## config.mk

```make
export PLATFORM = sky130hd
export DESIGN_NAME = mem_adec
export DESIGN_NICKNAME = d
export VERILOG_FILES = /design/src/rtl/adec_pkg.sv /design/src/rtl/req_pkg.sv /design/src/rtl/mem_size_cfg.sv /design/src/rtl/cpu_adec.sv /design/src/rtl/bus_adec.sv /design/src/rtl/local_req_ctrl.sv /design/src/rtl/mem_adec.sv
export SDC_FILE = /design/constraint.sdc
export NUM_CORES = 1
export LEC_CHECK = 0
export ABC_AREA = 1
export BUFFER_PORTS_ARGS = -buffer_cell sky130_fd_sc_hd__buf_4
export CAP_MARGIN = 30
export CORE_ASPECT_RATIO = 1.1
export CORE_MARGIN = 2
export CORE_UTILIZATION = 43
export CTS_CLUSTER_DIAMETER = 120
export DETAILED_ROUTE_END_ITERATION = 7
export GPL_ROUTABILITY_DRIVEN = 0
export GPL_TIMING_DRIVEN = 0
export PLACE_DENSITY = 0.72
export SYNTH_ARGS = -nofsm -noshare
export SYNTH_HDL_FRONTEND = slang
export SYNTH_SLANG_ARGS = --single-unit
```

## constraint.sdc

```tcl
create_clock -name clk -period 0.95 [get_ports clk]
set_input_delay 0.095 -clock clk [delete_from_list [all_inputs] [get_ports clk]]
set_output_delay 0.095 -clock clk [all_outputs]
set_load 0.02 [all_outputs]
```

## src/rtl/adec_pkg.sv

```systemverilog
// Address decode types for region, bank, size code and region limit, plus decode constants
`default_nettype none

package adec_pkg;

  // Region index from address bits 23..20, one region per MB
  typedef logic [3:0] region_t;

  // Bank number to the memory array
  typedef logic [2:0] bank_t;

  // Installed size code
  // 0 none, 1 is 2 MB, 2 is 4 MB, 3 is 6 MB
  typedef logic [1:0] msize_t;

  // Count of regions fitted
  typedef logic [3:0] limit_t;

  // Regions in the 24-bit space
  localparam int unsigned NUM_REGIONS = 16;

  // Size code with no memory fitted
  localparam msize_t MSIZE_NONE = 2'd0;

endpackage : adec_pkg

`default_nettype wire

```

## src/rtl/req_pkg.sv

```systemverilog
// Request controller state enum, active-low line level type and level constants
`default_nettype none

package req_pkg;

  // Four-phase request FSM states
  typedef enum logic [1:0] {
    REQ_IDLE         = 2'd0,  // No request pending
    REQ_ASSERT       = 2'd1,  // Request low, waiting for grant
    REQ_WAIT_RELEASE = 2'd2   // Request released, waiting for grant to drop
  } req_state_e;

  // Level on an active-low request or grant line
  typedef logic lvl_n_t;

  localparam lvl_n_t LVL_ON  = 1'b0;  // Line asserted
  localparam lvl_n_t LVL_OFF = 1'b1;  // Line idle

endpackage : req_pkg

`default_nettype wire

```

## src/rtl/mem_size_cfg.sv

```systemverilog
// Installed memory size register, memory-off switch synchronizer and region limit
`timescale 1ns/1ns
`default_nettype none

module mem_size_cfg #(
  parameter int unsigned SIZE_STEP = 2         // Regions added per size code
) (
  input  wire                   clk,
  input  wire                   arst_n,        // Async reset, active low
  input  wire                   cfg_we,        // Size register write enable
  input  wire adec_pkg::msize_t cfg_msize,     // New size code
  input  wire                   moff_sw_n,     // Memory-off switch
  output adec_pkg::limit_t      limit,         // Regions fitted
  output logic                  mem_on,        // Hits allowed
  output logic                  moff_n         // Synchronized switch level
);

  adec_pkg::msize_t msize_q;                   // Installed size code
  logic [1:0]       moff_sync;                 // Two-flop switch synchronizer
  logic [5:0]       limit_wide;                // Full product before narrowing

  // Size register, written from outside
  always_ff @(posedge clk or negedge arst_n) begin
    if (!arst_n) begin
      msize_q <= adec_pkg::MSIZE_NONE;         // No hits until configured
    end else if (cfg_we) begin
      msize_q <= cfg_msize;                    // Takes effect this edge
    end
  end

  // Switch comes from a panel contact, so bring it into clk domain
  always_ff @(posedge clk or negedge arst_n) begin
    if (!arst_n) begin
      moff_sync <= 2'b11;                      // Switch rests high
    end else begin
      moff_sync <= {moff_sync[0], moff_sw_n};
    end
  end

  assign limit_wide = 6'(SIZE_STEP) * 6'(msize_q);
  assign limit      = limit_wide[3:0];         // Upper bits zero when legal
  assign moff_n     = moff_sync[1];
  assign mem_on     = moff_sync[1] & (msize_q != adec_pkg::MSIZE_NONE);

  // Region limit must stay within the address space for any code and step
  a_limit_in_range : assert property (
    @(posedge clk) disable iff (!arst_n)
    limit_wide < adec_pkg::NUM_REGIONS
  ) else $error("region limit %0d exceeds address space", limit_wide);

endmodule : mem_size_cfg

`default_nettype wire

```

## src/rtl/cpu_adec.sv

```systemverilog
// CPU-side address decoder with registered bank, write strobe, hit and request start
`timescale 1ns/1ns
`default_nettype none

module cpu_adec (
  input  wire                    clk,
  input  wire                    arst_n,         // Async reset, active low
  input  wire                    cpu_strobe,     // Address valid this cycle
  input  wire                    iorq_n,         // Low for I/O cycle
  input  wire                    write,          // CPU write cycle
  input  wire adec_pkg::region_t ppn,            // Physical page region
  input  wire adec_pkg::limit_t  limit,          // Regions fitted
  input  wire                    mem_on,         // Memory enabled
  output adec_pkg::bank_t        bank,           // Bank to memory array
  output logic                   mwrite_n,       // Memory write, active low
  output logic                   crq_n,          // CPU hit, active low
  output logic                   cpu_hit_start   // One-cycle start to request FSM
);

  logic mem_acc;                                 // Memory cycle, not I/O
  logic in_range;                                // Region below limit
  logic hit;                                     // Access lands on this board

  assign mem_acc  = iorq_n;
  assign in_range = ppn < limit;
  assign hit      = mem_acc & mem_on & in_range;

  // Decode results register on the strobe edge and hold until the next one
  always_ff @(posedge clk or negedge arst_n) begin
    if (!arst_n) begin
      bank          <= '0;
      mwrite_n      <= 1'b1;
      crq_n         <= 1'b1;
      cpu_hit_start <= 1'b0;
    end else begin
      cpu_hit_start <= 1'b0;                     // Pulse by default
      if (cpu_strobe) begin
        if (mem_acc) begin
          bank <= ppn[2:0];                      // I/O keeps last bank
        end
        crq_n         <= ~hit;
        mwrite_n      <= ~(hit & write);         // Only a hitting write
        cpu_hit_start <= hit;
      end
    end
  end

  // Write strobe never fires on a miss
  a_write_needs_hit : assert property (
    @(posedge clk) disable iff (!arst_n)
    !mwrite_n |-> !crq_n
  ) else $error("mwrite_n low without a CPU hit");

endmodule : cpu_adec

`default_nettype wire

```

## src/rtl/bus_adec.sv

```systemverilog
// Bus-side address decoder with registered address-ok, bank and request start
`timescale 1ns/1ns
`default_nettype none

module bus_adec (
  input  wire                    clk,
  input  wire                    arst_n,         // Async reset, active low
  input  wire                    bus_strobe,     // Bus address valid
  input  wire                    bmem_n,         // Memory cycle, active low
  input  wire                    binput_n,       // Input cycle, active low
  input  wire adec_pkg::region_t bd_n,           // Bus region, inverted on the bus
  input  wire adec_pkg::limit_t  limit,          // Regions fitted
  input  wire                    mem_on,         // Memory enabled
  output adec_pkg::bank_t        bus_bank,       // Bank for bus access
  output logic                   aok,            // Address on this board
  output logic                   bus_hit_start   // One-cycle start to request FSM
);

  adec_pkg::region_t region;                     // True-polarity region
  logic              mem_cycle;                  // Memory cycle that is not input
  logic              addr_ok;                    // Next aok value

  assign region    = ~bd_n;
  assign mem_cycle = ~bmem_n & binput_n;
  assign addr_ok   = mem_cycle & mem_on & (region < limit);

  always_ff @(posedge clk or negedge arst_n) begin
    if (!arst_n) begin
      bus_bank      <= '0;
      aok           <= 1'b0;
      bus_hit_start <= 1'b0;
    end else begin
      bus_hit_start <= 1'b0;
      if (bus_strobe) begin
        aok           <= addr_ok;                // Other cycles clear it
        bus_hit_start <= addr_ok;
        if (mem_cycle) begin
          bus_bank <= region[2:0];
        end
      end
    end
  end

endmodule : bus_adec

`default_nettype wire

```

## src/rtl/local_req_ctrl.sv

```systemverilog
// Four-phase local memory request FSM, one instance per requester
`timescale 1ns/1ns
`default_nettype none

module local_req_ctrl (
  input  wire  clk,
  input  wire  arst_n,                           // Async reset, active low
  input  wire  start,                            // One-cycle request start
  input  wire  gnt_n,                            // Grant from arbiter, active low
  output logic lrq_n                             // Local request, active low
);

  req_pkg::req_state_e state;
  req_pkg::req_state_e state_nxt;
  req_pkg::lvl_n_t     lrq_nxt;

  always_comb begin
    state_nxt = state;
    lrq_nxt   = lrq_n;
    case (state)
      req_pkg::REQ_IDLE: begin
        if (start) begin
          state_nxt = req_pkg::REQ_ASSERT;
          lrq_nxt   = req_pkg::LVL_ON;          // Raise request
        end
      end
      req_pkg::REQ_ASSERT: begin
        if (gnt_n == req_pkg::LVL_ON) begin
          state_nxt = req_pkg::REQ_WAIT_RELEASE;
          lrq_nxt   = req_pkg::LVL_OFF;         // Drop on grant seen
        end
      end
      req_pkg::REQ_WAIT_RELEASE: begin
        if (gnt_n == req_pkg::LVL_OFF) begin
          state_nxt = req_pkg::REQ_IDLE;        // Arbiter done
        end
      end
      default: begin
        state_nxt = req_pkg::REQ_IDLE;
        lrq_nxt   = req_pkg::LVL_OFF;
      end
    endcase
  end

  // Starts outside REQ_IDLE fall through the case and are lost
  always_ff @(posedge clk or negedge arst_n) begin
    if (!arst_n) begin
      state <= req_pkg::REQ_IDLE;
      lrq_n <= req_pkg::LVL_OFF;
    end else begin
      state <= state_nxt;
      lrq_n <= lrq_nxt;
    end
  end

  // Request line stays released while the grant drains
  a_no_req_in_release : assert property (
    @(posedge clk) disable iff (!arst_n)
    (state == req_pkg::REQ_WAIT_RELEASE) |-> (lrq_n == req_pkg::LVL_OFF)
  ) else $error("lrq_n low in REQ_WAIT_RELEASE");

  // No way out of REQ_ASSERT without a grant
  a_assert_holds : assert property (
    @(posedge clk) disable iff (!arst_n)
    (state == req_pkg::REQ_ASSERT && gnt_n == req_pkg::LVL_OFF)
      |=> (state == req_pkg::REQ_ASSERT)
  ) else $error("left REQ_ASSERT without grant");

endmodule : local_req_ctrl

`default_nettype wire

```

## src/rtl/mem_adec.sv

```systemverilog
// Memory address decode top with size register, CPU and bus decoders and request FSMs
`timescale 1ns/1ns
`default_nettype none

module mem_adec #(
  parameter int unsigned SIZE_STEP = 2           // Regions added per size code
) (
  input  wire                    clk,
  input  wire                    arst_n,         // Async reset, active low
  input  wire                    cfg_we,         // Size register write
  input  wire adec_pkg::msize_t  cfg_msize,      // Size code to load
  input  wire                    moff_sw_n,      // Memory-off switch
  input  wire                    cpu_strobe,
  input  wire                    iorq_n,
  input  wire                    write,
  input  wire adec_pkg::region_t ppn,
  input  wire                    bus_strobe,
  input  wire                    bmem_n,
  input  wire                    binput_n,
  input  wire adec_pkg::region_t bd_n,
  input  wire                    refrq_n,        // Refresh request, active low
  input  wire                    cgnt_n,         // CPU grant
  input  wire                    bgnt_n,         // Bus grant
  input  wire                    rgnt_n,         // Refresh grant
  output adec_pkg::bank_t        bank,
  output logic                   mwrite_n,
  output logic                   crq_n,
  output logic                   clrq_n,         // CPU local request
  output adec_pkg::bank_t        bus_bank,
  output logic                   aok,
  output logic                   blrq_n,         // Bus local request
  output logic                   rlrq_n,         // Refresh local request
  output logic                   moff_n
);

  adec_pkg::limit_t limit;
  logic             mem_on;
  logic             cpu_hit_start;
  logic             bus_hit_start;
  logic [1:0]       refrq_hist;                  // [0] newest sample
  logic             refresh_start;

  // Falling edge of refrq_n seen across two samples
  always_ff @(posedge clk or negedge arst_n) begin
    if (!arst_n) begin
      refrq_hist <= 2'b11;
    end else begin
      refrq_hist <= {refrq_hist[0], refrq_n};
    end
  end

  assign refresh_start = refrq_hist[1] & ~refrq_hist[0];

  mem_size_cfg #(
    .SIZE_STEP (SIZE_STEP)
  ) u_size_cfg (
    .clk       (clk),
    .arst_n    (arst_n),
    .cfg_we    (cfg_we),
    .cfg_msize (cfg_msize),
    .moff_sw_n (moff_sw_n),
    .limit     (limit),
    .mem_on    (mem_on),
    .moff_n    (moff_n)
  );

  cpu_adec u_cpu_adec (
    .clk           (clk),
    .arst_n        (arst_n),
    .cpu_strobe    (cpu_strobe),
    .iorq_n        (iorq_n),
    .write         (write),
    .ppn           (ppn),
    .limit         (limit),
    .mem_on        (mem_on),
    .bank          (bank),
    .mwrite_n      (mwrite_n),
    .crq_n         (crq_n),
    .cpu_hit_start (cpu_hit_start)
  );

  bus_adec u_bus_adec (
    .clk           (clk),
    .arst_n        (arst_n),
    .bus_strobe    (bus_strobe),
    .bmem_n        (bmem_n),
    .binput_n      (binput_n),
    .bd_n          (bd_n),
    .limit         (limit),
    .mem_on        (mem_on),
    .bus_bank      (bus_bank),
    .aok           (aok),
    .bus_hit_start (bus_hit_start)
  );

  // One request FSM per requester towards the external arbiter
  local_req_ctrl u_creq (
    .clk    (clk),
    .arst_n (arst_n),
    .start  (cpu_hit_start),
    .gnt_n  (cgnt_n),
    .lrq_n  (clrq_n)
  );

  local_req_ctrl u_breq (
    .clk    (clk),
    .arst_n (arst_n),
    .start  (bus_hit_start),
    .gnt_n  (bgnt_n),
    .lrq_n  (blrq_n)
  );

  local_req_ctrl u_rreq (
    .clk    (clk),
    .arst_n (arst_n),
    .start  (refresh_start),
    .gnt_n  (rgnt_n),
    .lrq_n  (rlrq_n)
  );

endmodule : mem_adec

`default_nettype wire

```

==> results.md <==
- Status: finished, violations left
- Violated checks: setup timing
- FILL cells: 163
- Port-buffer cells: 36
- Syn_nets: 133
- Critical path peak fanout: 2
- Area grow syn2layout: 57.6%
- GRT overflow: 0
- Vias per cell: 4.61
- Fmax: 919 MHz
- Sequential cell area: 662 um^2
- Slowest CP cell: dfstp_2
- Fin crit share: 1.15
- Via count: 895
- Multi-input logic area: 372 um^2
- Dpl hpwl: 1490 um
- Hold WC Path Type: input pin to register
- Critical Path Start Type: register
- Vias in the first global route: 980
- Worst-Margin Slew: 0.322 ns
- Syn avg cell area: 9.93 um^2
- RSZ-0062 raised after global routing: yes
- VDD IR max: 0.00129 V
- Row count: 18
- First-pass DRT Iterations: 4
- Final Slew Violations: 0
- Chip height: 56.1 um
- Synth cell types: 16
- Yosys reg bits: 26
- Clock transition at path regs: 0.14 ns
- Netlist area before placement: 1060 um^2
- Final setup fails: 18
- PwrDens: 1870 nW/um^2
- Initial drt markers: 11
- Top-Level Pins: 37
- Largest net degree at the start of global routing: 27
- Crit path buffers/inverters: 1
- Post-Route WL: 2120 um
- Share of cells above drive strength 1: 0.427
- Critical Path AT: 0.99 ns
- Slew margin rel.: 0.785
- Total CTS buffers: 3
- Die width: 51.4 um
- Post-layout util: 0.729
- CP Class: register to primary output
- Slowest stage delay, CP: 0.57 ns
- Syn Inst Count: 107
- Pre-CTS WS: -0.133 ns
- Worst-skew pair later-pin latency: 0.31 ns
- Ant. Diodes: 0
- Max Cap Violations: 0
- Core area: 2300 um^2
- Min Clock Period, post-route: 1.09 ns
- Drt wl/cell: 10.9 um
- Final net count: 191
- Placed Cells: 173
- DRC errors left: 0
- Post-synthesis sequential area ratio: 0.623
- Gr usage total: 0.173
- CTS tree: built
- WP data required: 0.85 ns
- Maximum root-to-sink buffer count: 2
- Root buf cell: clkbuf_4
- Global-route wire length before repair: 3810 um
- CTS Sinks: 26
- Hold Vio Cnt, Final: 0
- Final clock skew: 0.000932 ns
- Leakage: 0.824 nW
- Syn. warnings: 0
- Post-route setup slack: -0.139 ns
- Overall power: 3.13 mW
- Die Area: 2880 um^2
- Initial cell density of the core: 0.462
- Post-route insts no fill: 194
- Cell Chain, Critical Path: buf_6
- Detail Route Antenna Nets: 0
- Crit path capture type: primary output
- Top delay family on crit path: flip-flops
- Worst hold margin: 0.0149 ns
- Initial antenna violation count: 0
- H-Tree Depth: 1
-- state kept, by name (all words and copies together), names as in the netlist, 2 cells and up --
register	count
u_cpu_adec.bank	3
u_size_cfg.moff_sync	2
refrq_hist	2
u_breq.state	2
u_size_cfg.msize_q	2
u_creq.state	2
u_bus_adec.bus_bank	3
u_rreq.state	2
-- power by group --
group / internal, mW / total (mW) / switching [mW]
clock network: 0.426 / 0.742 / 0.316
logic: 0.478 / 0.905 / 0.427
registers: 1.35 / 1.48 / 0.137
-- metal layers --
layer  vias up  wire [um]  track usage
met3         2         76       0.0323
met5         -          0            0
met1       424        789        0.171
met2        21       1240        0.339
li1        448          -            -
met4         0         12       0.0639
-- cell families after synthesis --
group,count (synthesis),share of synthesized area
buf+inv,19,0.0671
flops,26,0.623
simple gates,40,0.166
mux,3,0.0318
compound gates,17,0.0883
fa+ha+maj,2,0.0236
-- synth_stat cells --
library cell / instances / share of area
nand3_1: 4 / 0.019
nand2_1: 21 / 0.074
o21ai_0: 8 / 0.038
dfrtp_1: 17 / 0.40
o21ai_2: 1 / 0.0082
ha_1: 2 / 0.024
inv_1: 19 / 0.067
nor2_2: 2 / 0.012
nor2_1: 9 / 0.032
nand3b_1: 2 / 0.014
mux2_2: 3 / 0.032
dfstp_2: 9 / 0.22
nand3_2: 1 / 0.0094
nand2_2: 1 / 0.0059
a21oi_1: 6 / 0.028
o21bai_1: 2 / 0.014
-- placed cells by master (no fill, tap or decap) --
cell / Yosys / routed
buf_4: 0 / 27
o21bai_1: 2 / 2
dlygate4sd3_1: 0 / 13
inv_1: 19 / 16
nand3_1: 4 / 3
ha_4: 0 / 2
clkbuf_4: 0 / 3
o21ai_0: 8 / 7
bufinv_16: 0 / 1
buf_6: 0 / 13
nand3b_1: 2 / 2
mux2_2: 3 / 3
dfstp_2: 9 / 9
nand3_2: 1 / 2
dfrtp_1: 17 / 17
nand2_1: 21 / 18
o21ai_1: 0 / 1
a21oi_1: 6 / 6
inv_2: 0 / 3
o21ai_2: 1 / 1
nor2_4: 0 / 1
nand2_2: 1 / 4
nor2_2: 2 / 1
nor2_1: 9 / 9
-- final cells by class --
type                    instances  area share
well taps                      30      0.0224
clock inverters                 1      0.0179
multi-input cells              62       0.222
flip-flops and latches         26       0.395
inverters                      19      0.0426
repair buffers                 53       0.286
clock buffers                   3      0.0135
-- worst paths after layout --
check | start | endpoint | slack (ns) | depth (start not counted)
worst max-delay path | u_size_cfg.moff_sync[1] | moff_n | -0.14 | 1
worst min-delay path | write | u_cpu_adec.mwrite_n | 0.01 | 4
worst max register to register | u_size_cfg.msize_q[1] | u_cpu_adec.mwrite_n | -0.11 | 8
worst min register to register | u_size_cfg.moff_sync[0] | u_size_cfg.moff_sync[1] | 0.37 | 0
max in group asynchronous | arst_n | u_cpu_adec.mwrite_n | 0.45 | 2
min in group asynchronous | arst_n | u_bus_adec.bus_bank[0] | 0.21 | 2
-- what timing repair did --
item | CTS | global route
hold buffers | 12 | 1
endpoints found under the setup margin | 18 | 18
setup buffers | 2 | 2
pin swaps | 5 | 2
gates resized for setup | 22 | 0
hold endpoints to repair | 36 | 1
gates cloned | 0 | 0
-- stage by stage --
step | cell area, um^2 | TNS (ns)
after floorplan | 1060 | -0.159
after global placement | 1370 | -0.309
after detailed placement | 1370 | -0.454
after CTS | 1650 | -1.42
after global routing | 1670 | -2.32
final | 1670 | -1.23
Note: power is estimated with default switching activity, not from simulation.
